<file path="src/source/sdmac_cfg.svh">
// SCSI DMA datapath configuration limits for bus widths and handshake timing
`ifndef SDMAC_CFG_SVH
`define SDMAC_CFG_SVH

`default_nettype none

// Width of the CPU bus, the FIFO ports and the register file read port
`define SDMAC_DATA_WIDTH 32

// Width of the SCSI data port
// A CPU or FIFO word carries exactly two of these half-words
`define SDMAC_SCSI_WIDTH 16

// Upper bound in clock cycles on any single handshake edge
// The host model gives up waiting for req or ack after this many cycles
// and reports which edge was missing
`define SDMAC_TIMEOUT_CYCLES 50

`default_nettype wire

`endif

</file>
<file path="src/source/sdmacPkg.sv">
// SCSI DMA datapath shared types for routing commands, decode states and data words
`include "sdmac_cfg.svh"

`default_nettype none

package sdmacPkg;

    // Routing command issued by the host for one transfer
    // Each value names the source and the destination of the move
    typedef enum logic [2:0] {
        opCpuToScsi  = 3'd0,
        opScsiToCpu  = 3'd1,
        opScsiToFifo = 3'd2,
        opFifoToScsi = 3'd3,
        opFifoToCpu  = 3'd4,
        opRegToCpu   = 3'd5,
        opCpuToFifo  = 3'd6
    } routeOp;

    // States of the four-phase handshake sequencer
    // stHold keeps ack high until the host drops req
    typedef enum logic [1:0] {
        stIdle    = 2'd0,
        stExecute = 2'd1,
        stResult  = 2'd2,
        stHold    = 2'd3
    } decodeState;

    // Word on the CPU bus, the FIFO and the register file
    typedef logic [`SDMAC_DATA_WIDTH-1:0] dataWord;

    // Half-word on the SCSI data port
    typedef logic [`SDMAC_SCSI_WIDTH-1:0] scsiWord;

endpackage

`default_nettype wire

</file>
<file path="src/source/transferDecode.sv">
// Decode stage that runs the req/ack handshake and sequences execute and result
`timescale 1ns/1ps
`default_nettype none

module transferDecode (
    input  wire              CLK,
    input  wire              reset,
    input  wire              req,
    input  sdmacPkg::routeOp op,
    input  wire              halfSelect,
    output logic             ack,
    output logic             execStrobe,
    output logic             resultStrobe,
    output logic             holdActive,
    output sdmacPkg::routeOp curOp,
    output logic             curHalf
);

    sdmacPkg::decodeState state;
    sdmacPkg::decodeState nextState;

    // Only one command is in flight, so the sequence is strictly linear
    // A new req is only honoured from stIdle
    always_comb begin
        nextState = state;
        case (state)
            sdmacPkg::stIdle: begin
                if (req) begin
                    nextState = sdmacPkg::stExecute;
                end
            end
            sdmacPkg::stExecute: begin
                nextState = sdmacPkg::stResult;
            end
            sdmacPkg::stResult: begin
                nextState = sdmacPkg::stHold;
            end
            sdmacPkg::stHold: begin
                // Back-pressure keeps us here as long as the host holds req
                if (!req) begin
                    nextState = sdmacPkg::stIdle;
                end
            end
            default: begin
                nextState = sdmacPkg::stIdle;
            end
        endcase
    end

    // Strobes and ack are registered from the next state
    // so each one lines up with the state it belongs to
    always_ff @(posedge CLK) begin
        if (reset) begin
            state        <= sdmacPkg::stIdle;
            execStrobe   <= 1'b0;
            resultStrobe <= 1'b0;
            ack          <= 1'b0;
        end else begin
            state        <= nextState;
            execStrobe   <= (nextState == sdmacPkg::stExecute);
            resultStrobe <= (nextState == sdmacPkg::stResult);
            ack          <= (nextState == sdmacPkg::stHold);
        end
    end

    // The command is captured on the accepting edge
    // The host is then free to change op and halfSelect
    always_ff @(posedge CLK) begin
        if (state == sdmacPkg::stIdle && req) begin
            curOp   <= op;
            curHalf <= halfSelect;
        end
    end

    // Result stage uses this to gate the CPU output enable
    assign holdActive = (state == sdmacPkg::stHold);

    // A rising ack must answer a req that is still being held
    ackNeedsReq: assert property (
        @(posedge CLK) disable iff (reset) $rose(ack) |-> req
    );

    // The execute stage must see exactly one strobe per command
    execSinglePulse: assert property (
        @(posedge CLK) disable iff (reset) execStrobe |=> !execStrobe
    );

endmodule

`default_nettype wire

</file>
<file path="src/source/cpuInputLatch.sv">
// Execute stage latch that captures CPU write data per 16-bit lane
`include "sdmac_cfg.svh"
`timescale 1ns/1ps
`default_nettype none

module cpuInputLatch (
    input  wire               CLK,
    input  wire               reset,
    input  wire               execStrobe,
    input  sdmacPkg::routeOp  curOp,
    input  sdmacPkg::dataWord cpuDataIn,
    input  wire               laneHighEn,
    input  wire               laneLowEn,
    output sdmacPkg::dataWord cpuWord
);

    logic isCpuWrite;
    logic loadHigh;
    logic loadLow;

    // Only the two CPU write commands touch this latch
    assign isCpuWrite = (curOp == sdmacPkg::opCpuToScsi) ||
                        (curOp == sdmacPkg::opCpuToFifo);

    assign loadHigh = execStrobe && isCpuWrite && laneHighEn;

    // A CPU to SCSI move always needs the low lane, whatever its enable says
    assign loadLow  = execStrobe && isCpuWrite &&
                      (laneLowEn || curOp == sdmacPkg::opCpuToScsi);

    // Each lane has its own load, and an unloaded lane keeps its old value
    always_ff @(posedge CLK) begin
        if (reset) begin
            cpuWord <= '0;
        end else begin
            if (loadHigh) begin
                cpuWord[`SDMAC_DATA_WIDTH-1:`SDMAC_SCSI_WIDTH] <=
                    cpuDataIn[`SDMAC_DATA_WIDTH-1:`SDMAC_SCSI_WIDTH];
            end
            if (loadLow) begin
                cpuWord[`SDMAC_SCSI_WIDTH-1:0] <= cpuDataIn[`SDMAC_SCSI_WIDTH-1:0];
            end
        end
    end

    // Latched CPU data moves only on the edge that carries the execute strobe
    cpuWordQuiet: assert property (
        @(posedge CLK) disable iff (reset) !execStrobe |=> $stable(cpuWord)
    );

endmodule

`default_nettype wire

</file>
<file path="src/source/scsiWordSteer.sv">
// Execute stage that packs SCSI half-words and steers a word half onto the SCSI port
`include "sdmac_cfg.svh"
`timescale 1ns/1ps
`default_nettype none

module scsiWordSteer (
    input  wire               CLK,
    input  wire               reset,
    input  wire               execStrobe,
    input  sdmacPkg::routeOp  curOp,
    input  wire               curHalf,
    input  sdmacPkg::scsiWord pdIn,
    input  sdmacPkg::dataWord cpuWord,
    input  sdmacPkg::dataWord fifoOd,
    output sdmacPkg::scsiWord pdOut,
    output sdmacPkg::dataWord scsiPacked
);

    sdmacPkg::scsiWord cpuHalf;
    sdmacPkg::scsiWord fifoHalf;

    // Half-word selection stands in for the old A3 address line
    // A set curHalf picks the upper half of the source word
    assign cpuHalf  = curHalf ? cpuWord[`SDMAC_DATA_WIDTH-1:`SDMAC_SCSI_WIDTH]
                              : cpuWord[`SDMAC_SCSI_WIDTH-1:0];
    assign fifoHalf = curHalf ? fifoOd[`SDMAC_DATA_WIDTH-1:`SDMAC_SCSI_WIDTH]
                              : fifoOd[`SDMAC_SCSI_WIDTH-1:0];

    // Incoming SCSI data is packed one half at a time
    // Two commands with opposite halves build one full word
    always_ff @(posedge CLK) begin
        if (reset) begin
            scsiPacked <= '0;
        end else if (execStrobe) begin
            case (curOp)
                sdmacPkg::opScsiToCpu,
                sdmacPkg::opScsiToFifo: begin
                    if (curHalf) begin
                        scsiPacked[`SDMAC_DATA_WIDTH-1:`SDMAC_SCSI_WIDTH] <= pdIn;
                    end else begin
                        scsiPacked[`SDMAC_SCSI_WIDTH-1:0] <= pdIn;
                    end
                end
                default: begin
                    scsiPacked <= scsiPacked;
                end
            endcase
        end
    end

    // Outgoing SCSI data comes from the CPU latch or straight from the FIFO
    // The port holds its last value for every other command
    always_ff @(posedge CLK) begin
        if (reset) begin
            pdOut <= '0;
        end else if (execStrobe) begin
            case (curOp)
                sdmacPkg::opCpuToScsi: begin
                    pdOut <= cpuHalf;
                end
                sdmacPkg::opFifoToScsi: begin
                    pdOut <= fifoHalf;
                end
                default: begin
                    pdOut <= pdOut;
                end
            endcase
        end
    end

    // The SCSI port must not glitch between commands
    // since the target may sample it at any time
    pdOutQuiet: assert property (
        @(posedge CLK) disable iff (reset) !execStrobe |=> $stable(pdOut)
    );

endmodule

`default_nettype wire

</file>
<file path="src/source/cpuOutputMux.sv">
// Result stage that registers CPU read data, FIFO input data and the CPU output enable
`timescale 1ns/1ps
`default_nettype none

module cpuOutputMux (
    input  wire               CLK,
    input  wire               reset,
    input  wire               resultStrobe,
    input  wire               holdActive,
    input  sdmacPkg::routeOp  curOp,
    input  sdmacPkg::dataWord scsiPacked,
    input  sdmacPkg::dataWord cpuWord,
    input  sdmacPkg::dataWord fifoOd,
    input  sdmacPkg::dataWord regOd,
    output sdmacPkg::dataWord cpuDataOut,
    output sdmacPkg::dataWord fifoId,
    output logic              cpuDataOe
);

    logic isCpuRead;
    logic heldRead;

    // These are the commands where the datapath drives the CPU bus
    assign isCpuRead = (curOp == sdmacPkg::opScsiToCpu) ||
                       (curOp == sdmacPkg::opFifoToCpu) ||
                       (curOp == sdmacPkg::opRegToCpu);

    always_ff @(posedge CLK) begin
        if (reset) begin
            cpuDataOut <= '0;
            fifoId     <= '0;
            heldRead   <= 1'b0;
        end else if (resultStrobe) begin
            heldRead <= isCpuRead;
            case (curOp)
                sdmacPkg::opScsiToCpu:  cpuDataOut <= scsiPacked;
                sdmacPkg::opFifoToCpu:  cpuDataOut <= fifoOd;
                sdmacPkg::opRegToCpu:   cpuDataOut <= regOd;
                // FIFO input picks between packed SCSI data and latched CPU data
                sdmacPkg::opScsiToFifo: fifoId     <= scsiPacked;
                sdmacPkg::opCpuToFifo:  fifoId     <= cpuWord;
                default: begin
                    cpuDataOut <= cpuDataOut;
                    fifoId     <= fifoId;
                end
            endcase
        end
    end

    // The bus is only driven while the host is still looking at the result
    // and the held command was a read
    assign cpuDataOe = holdActive && heldRead;

endmodule

`default_nettype wire

</file>
<file path="src/source/datapath.sv">
// SCSI DMA datapath top that joins the decode, execute and result stages
`timescale 1ns/1ps
`default_nettype none

module datapath (
    input  wire               CLK,
    input  wire               reset,
    input  wire               req,
    output logic              ack,
    input  sdmacPkg::routeOp  op,
    input  wire               halfSelect,
    input  sdmacPkg::dataWord cpuDataIn,
    input  wire               laneHighEn,
    input  wire               laneLowEn,
    input  sdmacPkg::scsiWord pdIn,
    input  sdmacPkg::dataWord fifoOd,
    input  sdmacPkg::dataWord regOd,
    output sdmacPkg::scsiWord pdOut,
    output sdmacPkg::dataWord fifoId,
    output sdmacPkg::dataWord cpuDataOut,
    output logic              cpuDataOe
);

    logic              execStrobe;
    logic              resultStrobe;
    logic              holdActive;
    sdmacPkg::routeOp  curOp;
    logic              curHalf;
    sdmacPkg::dataWord cpuWord;
    sdmacPkg::dataWord scsiPacked;

    // Decode stage owns the handshake and the captured command
    transferDecode uDecode (
        .CLK          (CLK),
        .reset        (reset),
        .req          (req),
        .op           (op),
        .halfSelect   (halfSelect),
        .ack          (ack),
        .execStrobe   (execStrobe),
        .resultStrobe (resultStrobe),
        .holdActive   (holdActive),
        .curOp        (curOp),
        .curHalf      (curHalf)
    );

    // CPU write data is latched here before it goes to SCSI or the FIFO
    cpuInputLatch uCpuIn (
        .CLK        (CLK),
        .reset      (reset),
        .execStrobe (execStrobe),
        .curOp      (curOp),
        .cpuDataIn  (cpuDataIn),
        .laneHighEn (laneHighEn),
        .laneLowEn  (laneLowEn),
        .cpuWord    (cpuWord)
    );

    scsiWordSteer uScsi (
        .CLK        (CLK),
        .reset      (reset),
        .execStrobe (execStrobe),
        .curOp      (curOp),
        .curHalf    (curHalf),
        .pdIn       (pdIn),
        .cpuWord    (cpuWord),
        .fifoOd     (fifoOd),
        .pdOut      (pdOut),
        .scsiPacked (scsiPacked)
    );

    // Result stage drives the CPU bus and the FIFO input
    cpuOutputMux uCpuOut (
        .CLK          (CLK),
        .reset        (reset),
        .resultStrobe (resultStrobe),
        .holdActive   (holdActive),
        .curOp        (curOp),
        .scsiPacked   (scsiPacked),
        .cpuWord      (cpuWord),
        .fifoOd       (fifoOd),
        .regOd        (regOd),
        .cpuDataOut   (cpuDataOut),
        .fifoId       (fifoId),
        .cpuDataOe    (cpuDataOe)
    );

endmodule

`default_nettype wire

</file>
<file path="config.mk">
export PLATFORM = sky130hd
export DESIGN_NAME = datapath
export DESIGN_NICKNAME = d
export VERILOG_FILES = /design/src/source/sdmacPkg.sv /design/src/source/transferDecode.sv /design/src/source/cpuInputLatch.sv /design/src/source/scsiWordSteer.sv /design/src/source/cpuOutputMux.sv /design/src/source/datapath.sv
export VERILOG_INCLUDE_DIRS = /design/src /design/src/source
export SDC_FILE = /design/constraint.sdc
export NUM_CORES = 1
export LEC_CHECK = 0
export ABC_AREA = 1
export ABC_CLOCK_PERIOD_IN_PS = 1700
export BUFFER_PORTS_ARGS = -buffer_cell sky130_fd_sc_hd__buf_2
export CAP_MARGIN = 20
export CORE_UTILIZATION = 50
export DETAILED_ROUTE_END_ITERATION = 16
export GPL_ROUTABILITY_DRIVEN = 0
export PLACE_DENSITY = 0.88
export SYNTH_ARGS = -nofsm -noshare
export SYNTH_HDL_FRONTEND = slang
export SYNTH_SLANG_ARGS = --single-unit
</file>
<file path="constraint.sdc">
create_clock -name CLK -period 1.7 [get_ports CLK]
set_input_delay 0.34 -clock CLK [delete_from_list [all_inputs] [get_ports CLK]]
set_output_delay 0.34 -clock CLK [all_outputs]
set_load 0.01 [all_outputs]
</file>
* Yosys cells after proc, flatten, opt, wreduce, memory -nomap -nowiden *
Cells that the tools add are included.

operators by class
  multiplexer cells = 8
  bitwise gates (word level) = 1
  equal/unequal tests = 12
  reduce and logical (&&, ||, !) cells = 20

operators by type and width
  kind                  number
  $pmux W32 S3          1
  $pmux W32 S2          1
  $mux W16              2
  $pmux W16 S2          1
  $eq A3 B3 Y1 const B  3
  $eq A2 B2 Y1 const B  4
  $pmux W2 S4           1
  $eq A3 B2 Y1 const B  2
  $reduce_and A2 Y1     3
  $reduce_and A3 Y1     2
  $logic_and A1 B1 Y1   5
  $eq A2 B1 Y1 const B  2
  $logic_or A1 B1 Y1    4
  $mux W2               2
  $reduce_bool A2 Y1    2
  $eq A3 B1 Y1 const B  1
  $logic_not A3 Y1      1
  $reduce_bool A3 Y1    1
  $logic_not A2 Y1      1
  $reduce_or A2 Y1      1
  $not A1 Y1            1

storage, ports and cells
  register bits after elaboration = 154
  output and inout bits = 82
  word-level logic and storage cells = 55

* Logic depth before layout (Yosys ltp) *
Gate-level depths: netlist of run 1.

  word-level depth = 4
  gate-level depth with buffers = 9
  mapped depth without buffers = 7

* Modules after synthesis *
Synthesis of run 1 repeated with hierarchy kept, for this count alone.

unflattened totals
  cells, all modules = 1317
  area total of the unflattened synthesis = 8095.3 µm²

modules (own cells, without submodules)
  module          area an instance (µm²)  cells an instance  times used
  cpuOutputMux    3827.4                  671                1
  scsiWordSteer   2421.1                  374                1
  cpuInputLatch   1554.0                  245                1
  transferDecode  292.8                   27                 1

* Worst setup path after synthesis of run 1 *
No wires, ideal clock.

  path type = reg-to-reg
  start point = register uDecode.curOp[1]
  end point = register uCpuOut.cpuDataOut[11]
  clock period less this slack = 1439 ps
  setup slack = 261 ps
  cell stages (with the launch flop) = 9
  data arrival time = 1321 ps
  path through = edfxtp_1 > inv_2 > nand2_1 > a21oi_1 > buf_2 > buf_2 > nand3_1 > nor2_1 > nor2_1

on the way
  cells in the longest elaborated chain, start to end = 3
  elaborated cells between the ends (all ways) = 6
  those cells by class = eq/ne: 3; mux: 1; reduce/logical: 2

ends and longest elaborated chain
  element                                       line                  source
  start: declaration                            transferDecode.sv:15  output sdmacPkg::routeOp curOp,
  start signal: assignment                      transferDecode.sv:70  curOp <= op;
  $eq A3 B3 Y1 or $eq A3 B1 Y1 (tied branches)  cpuOutputMux.sv:35    case (curOp)
  $reduce_bool A3 Y1 (no line)                  --
  $reduce_and A2 Y1 (no line)                   --
  end signal: assignment                        cpuOutputMux.sv:36    sdmacPkg::opScsiToCpu: cpuDataOut <= scsiPacked;
  end signal: assignment                        cpuOutputMux.sv:37    sdmacPkg::opFifoToCpu: cpuDataOut <= fifoOd;
  end signal: assignment                        cpuOutputMux.sv:38    sdmacPkg::opRegToCpu: cpuDataOut <= regOd;
  end: declaration                              cpuOutputMux.sv:15    output sdmacPkg::dataWord cpuDataOut,

Parallel ways exist; a longest one is shown, timed or not.
A chain may end at the register's enable or synchronous reset.

* Worst setup path in the final report of run 1 *
  start point = register uDecode.curOp[0]
  end point = register uScsi.scsiPacked[21]

on the way
  cells in the longest elaborated chain, start to end = 3
  elaborated cells between the ends (all ways) = 4
  those cells by class = eq/ne: 2; reduce/logical: 2

ends and longest elaborated chain
  element                                       line                 source
  $eq A3 B2 Y1 or $eq A3 B1 Y1 (tied branches)  scsiWordSteer.sv:35  case (curOp)
  $reduce_or A2 Y1 (*)                          scsiWordSteer.sv:35
  $reduce_and A3 Y1 (no line) (*)               --
  end signal: indexed assignment                scsiWordSteer.sv:39  scsiPacked[`SDMAC_DATA_WIDTH-1:`SDMAC_SCSI_WIDTH] <= pdIn;
  end signal: indexed assignment                scsiWordSteer.sv:41  scsiPacked[`SDMAC_SCSI_WIDTH-1:0] <= pdIn;
  end signal: assignment                        scsiWordSteer.sv:45  scsiPacked <= scsiPacked;
  end: declaration                              scsiWordSteer.sv:16  output sdmacPkg::dataWord scsiPacked

Every way passes the cells marked *; elsewhere a longest branch is shown, timed or not.

==> results_dict.tcl, run 1 <==
set metrics [dict create \
    ys_seq_area_share_pct 43.1 \
    async_flop_share_pct 0 \
    power_density_nw_per_um2 1020 \
    worst_setup_path_end_kind "flip-flop" \
    htreeDepth 4 \
    nets 1363 \
    slew_viol_final 0 \
    cts_buffers 17 \
    relSlewSlack_pct 70.0 \
    path_cells "buf_6, nand2_2, nand4_2, buf_4, o21ai_0, nor2_1" \
    vdd_drop_max_mv 0.759 \
    drcViolationCount 0 \
    ctsHoldBuffers 0 \
    critPathMaxFanout 26 \
    total_power_mw 9.43 \
    yosysUniqueCellTypes 25 \
    dp_hpwl_um 17200 \
    drt_iter0_drc 1035 \
    ys.warnings.count 0 \
    antennaDiodeCount 0 \
    power_switching_mw 2.35 \
    dr.pass1.iters 6 \
    crit_family "flip-flops" \
    combPwrFrac_pct 12.4 \
    clock_latency_ps 440 \
    dr_wl_met2_um 11000 \
    max_stage_delay_ps 470 \
    met3_length_um 2680 \
    worst-setup-path-type "reg -> reg" \
    cts_setup_buffers 0 \
    met1_length_um 9310 \
    status "complete, no violations" \
    io_pins 203 \
    vias 8158 \
    dp_cells 1402 \
    fmax_mhz 605 \
    critPathBufInv 2 \
    yosys.area.top_type "dfxtp_1" \
    die_x_um 122 \
    cts-root-buf "clkbuf_16" \
    track_usage_pct 33.0 \
    syn2layout_area_growth_pct 27.3 \
    clkPwrFrac_pct 46.9 \
    avgSynthCellArea_um2 6.78 \
    grt_pass1_wl_um 37400 \
    port_buffers 202 \
    wl_per_cell_um 17.0 \
    min_period_ps 1650 \
    stdcell_count 1435 \
    syn_nets 1190 \
    cts.path.max_buffers 2 \
    finalSetupViolCount 0 \
    synth_edf_count 4 \
    synthCells 1069 \
    synth.most_common_cell "nor2_1" \
    rsz0062_at_grt "yes" \
    cp_slowest_cell "edfxtp_1" \
    cts_sinks 154 \
    yosysTopAreaCellShare_pct 41.4 \
    sw_frac_of_total_pct 24.9 \
    final_layout_size_suffix_gt1_share_pct 22.5 \
    syn-cell-area_um2 7250 \
    hp-class "in -> reg" \
    clk_pin_slew_ps 60 \
    seq_power_share_pct 40.7 \
    synth-seq-cells 154 \
    worst_pin_slew_ps 450 \
    core_um2 14000 \
    required_ps 2020 \
    hold_viol 0 \
    postCtsResizedCells 0 \
    cts_tree "yes" \
    start_util_pct 51.8 \
    fin_skew_ps 8.47 \
    ys.flop_type "dfxtp_1" \
    postRouteWirelength_um 24400 \
    routed.top_layer "met4" \
    overflow 0 \
    p_int_mw 7.08 \
    die_area_um2 15000 \
    row_count 43 \
    synthTopCellsByArea "dfxtp_1 41%, nor2_1 9.6%, o21ai_0 8.9%, nand2_1 8.7%, inv_1 6.3%" \
    post-route-period-util_pct 97.3 \
    synth_common_cells "186 x nor2_1, 168 x nand2_1, 150 x dfxtp_1" \
    cellLeakagePower_nw 4.14 \
    final_antenna_net_count 0 \
    viasPerCell 5.69 \
    grt_pass1_vias 7492 \
    start_kind "flip-flop" \
    grt_max_degree 86 \
    die_h_um 122 \
    maxCapViolCount 0 \
    cp.arrival_ps 1980 \
    antenna_found_initial 0 \
]
## cells in the final DEF, fill, tap and decap left out, drive strengths merged
cell type  Yosys  layout
nand2        172     172
buf           33     233
clkinv         0       2
edfxtp         4       4
nor3           1       1
o21a          16      16
clkinvlp       0       2
a21oi         69      69
bufinv         0       7
nand3         36      37
dfxtp        150     150
o21ai        129     129
nand4         65      65
clkbuf        47      21
o22ai         32      32
inv          127     127
nor2         188     188
## worst paths after layout
kind | slack, ps | endpoint | startpoint | depth (start not counted)
max | 50 | uScsi.scsiPacked[21] | uDecode.curOp[0] | 6
max reg2reg | 50 | uScsi.scsiPacked[21] | uDecode.curOp[0] | 6
min reg2reg | 490 | uCpuIn.cpuWord[16] | uCpuIn.cpuWord[16] | 2
min | 70 | uDecode.curHalf | halfSelect | 1
## sequential cells by signal, indices dropped and copies added (netlist names), 2 cells and up
signal and flops:
uScsi.scsiPacked 32, uDecode.state 2, uDecode.curOp 3, uCpuOut.fifoId 32, uCpuIn.cpuWord 32, uScsi.pdOut 16, uCpuOut.cpuDataOut 32
## logic make-up (layout without fill, tap and decap cells)
kind of cell	count (synthesis)	after routing	synth area share, %
and+or+nand+nor	462	463	27.5
DFF	154	154	43.1
buffers and inverters	207	392	11.3
AOI/OAI and AO/OA	246	246	18.1
## cell type report
cell class              count  area, um^2
clock buffers              21         440
well taps                 180         225
clock inverters            11         243
fillers                  1201        4760
repair buffers            233        1360
flip-flops and latches    154        3120
inverters                 127         477
multi-input cells         709        3360
## power by group through the flow
stage	combinational [mW]	clock, mW	sequential (mW)
after floorplan	0.617	0	3.92
after global placement	1.10	0	3.91
after detailed placement	1.12	0	3.91
after CTS	1.13	4.40	3.83
after global routing	1.27	4.59	3.85
final	1.17	4.42	3.84
## through the flow
| step | area [um^2] | hold WS (ps) | utilization, % | setup WS [ps] | setup TNS [ps] |
|---|---|---|---|---|---|
| final | 9230 | 73.4 | 66.0 | 46.6 | 0 |
| after global routing | 9230 | 67.7 | 66.0 | -12.9 | -20.3 |
| after CTS | 9190 | 77.1 | 65.7 | 12.8 | 0 |
| after detailed placement | 8510 | 481 | 60.8 | 102 | 0 |
| after global placement | 8510 | 467 | 60.8 | 162 | 0 |
| after floorplan | 7250 | 439 | - | 261 | 0 |
## routing by layer
metal | GRT usage [%] | vias up
li1 | - | 3838
met1 | 41.2 | 3649
met2 | 51.7 | 553
met3 | 7.99 | 118
met4 | 19.1 | 0
met5 | 0 | -
No activity file was read; power rests on OpenSTA's default activity.
==> run 2, diff against run 1 <==
--- a/config.mk
+++ b/config.mk
@@ -12,6 +12,6 @@
 export CAP_MARGIN = 20
-export CORE_UTILIZATION = 50
+export CORE_UTILIZATION = 25
 export DETAILED_ROUTE_END_ITERATION = 16
 export GPL_ROUTABILITY_DRIVEN = 0
-export PLACE_DENSITY = 0.88
+export PLACE_DENSITY = 0.55
 export SYNTH_ARGS = -nofsm -noshare
==> constraint.sdc (replaced) <==
create_clock -name CLK -period 1.7 [get_ports CLK]
set_input_delay 0.17 -clock CLK [delete_from_list [all_inputs] [get_ports CLK]]
set_output_delay 0.17 -clock CLK [all_outputs]
set_load 0.01 [all_outputs]
==> run 2 against run 1 <==
Compared with the run above: final cell count rose by 14%; combinational power rose by 4%; sequential share of layout area fell by 1.0 points; fmax rose by 1.9%; routed wire length rose by 18%; clock power fell by 5.0%; worst setup slack improved by 30 ps; via count fell by 6.8%; die area rose by 98%; register-to-register slack improved by 30 ps; critical path type unchanged; critical endpoint is now uCpuIn.cpuWord[6].
==> results_dict.tcl, run 2 (synthesis results as in run 1) <==
set metrics [dict create \
    rsz0062_at_grt "no" \
    hold_viol 0 \
    overflow 0 \
    finalSetupViolCount 0 \
    grt_max_degree 66 \
    viasPerCell 4.65 \
    cts.path.max_buffers 2 \
    port_buffers 202 \
    final_antenna_net_count 0 \
    die_h_um 172 \
    row_count 61 \
    htreeDepth 4 \
    final_layout_size_suffix_gt1_share_pct 22.7 \
    syn2layout_area_growth_pct 31.2 \
    die_area_um2 29700 \
    postRouteWirelength_um 28800 \
    drcViolationCount 0 \
    worst_setup_path_end_kind "flip-flop" \
    required_ps 2070 \
    fmax_mhz 616 \
    antenna_found_initial 0 \
    vdd_drop_max_mv 0.582 \
    design_area_um2 9510 \
    cts_sinks 154 \
    power_density_nw_per_um2 974 \
    maxCapViolCount 0 \
    critPathMaxFanout 19 \
    post-route-period-util_pct 95.5 \
    drt_iter0_drc 537 \
    hp-class "in -> reg" \
    fin_tns_setup_ps 0 \
    die_x_um 172 \
    min_period_ps 1620 \
    post-route-util_pct 33.8 \
    mostFrequentLayoutCell "buf_2" \
    start_kind "flip-flop" \
    cellLeakagePower_nw 4.17 \
    cp.arrival_ps 2000 \
    cts-root-buf "clkbuf_16" \
    grt_pass1_vias 7172 \
    start_util_pct 25.7 \
    vias 7604 \
    placed_area_um2 8790 \
    core_um2 28200 \
    relSlewSlack_pct 69.7 \
    grt_pass1_wl_um 41500 \
    status "complete, no violations" \
    fin_skew_ps 11.6 \
    slew_viol_final 0 \
    worst-setup-path-type "reg -> reg" \
    dp_hpwl_um 21900 \
    wl_per_cell_um 17.6 \
    clk_pin_slew_ps 70 \
    cts_tree "yes" \
    worst_pin_slew_ps 455 \
    nets 1367 \
    clock_latency_ps 440 \
    antennaDiodeCount 0 \
    track_usage_pct 19.2 \
    io_pins 203 \
    cts_buffers 17 \
    final_cell_mix "202 x buf_2, 184 x nor2_1, 168 x nand2_1, 150 x dfxtp_1, 129 x o21ai_0" \
    dr.pass1.iters 6 \
]
[run 2: changes by cell type in the layout (fill, tap and decap cells not counted), sizes merged]
cell,previous run,this run
bufinv,7,3
clkbuf,21,19
clkinv,2,3
clkinvlp,2,1
dlygate4sd3,0,4
inv,127,133
[run 2: final timing paths]
check	start	to	slack (ps)	cells after the start
worst max register to register	uDecode.curOp[0]	uCpuIn.cpuWord[6]	80	8
worst min-delay path	cpuDataIn[28]	uCpuIn.cpuWord[28]	9	3
worst min register to register	uCpuIn.cpuWord[16]	uCpuIn.cpuWord[16]	490	2
worst max-delay path	uDecode.curOp[0]	uCpuIn.cpuWord[6]	80	8
[run 2: metrics by stage]
stage | worst slack (ps) | power [mW] | hold WS [ps] | std cells
after floorplan | 261 | 4.53 | 269 | 1069
after global routing | 2.30 | 9.59 | 8.14 | 1637
after global placement | 204 | 5.11 | 350 | 1598
after detailed placement | 81.9 | 5.12 | 350 | 1598
final | 76.6 | 9.26 | 9.02 | 1637
after CTS | 59.8 | 9.30 | 2.73 | 1634
[run 2: cell type report]
| cell class | instances | area (um^2) |
|---|---|---|
| multi-input combinational | 709 | 3340 |
| clock buffer | 19 | 475 |
| sequential | 154 | 3120 |
| tap | 378 | 473 |
| clock inverter | 13 | 173 |
| inverter | 127 | 477 |
| fill | 3090 | 18700 |
| timing repair buffer | 237 | 1450 |
[run 2: layer usage]
metal / vias up / track usage (%) / wire length, um
li1: 3841 / - / -
met1: 3482 / 24.8 / 13000
met2: 239 / 31.3 / 13500
met3: 42 / 3.94 / 1690
met4: 0 / 6.93 / 658
met5: - / 0 / 0
[run 2: report_power, final]
part           internal (mW)  total [mW]  switching [mW]
Clock                   2.52        4.20            1.68
Sequential              3.75        3.84          0.0919
Combinational          0.445        1.22           0.777
[run 2: critical path: stages (launching register included)]
cell,delay [ps]
edfxtp_1,490
nor2_2,170
nand2_1,110
nand2_2,150
buf_12,170
nand3_2,200
nand2_1,110
inv_1,40
nor2_1,110
[run 2: repair_timing]
action / CTS / global route
gates resized for setup: 0 / 2
buffers inserted: 0 / 2
hold buffers: 4 / 0
endpoints found under the setup margin: 0 / 16
endpoints found under the hold margin: 4 / 0
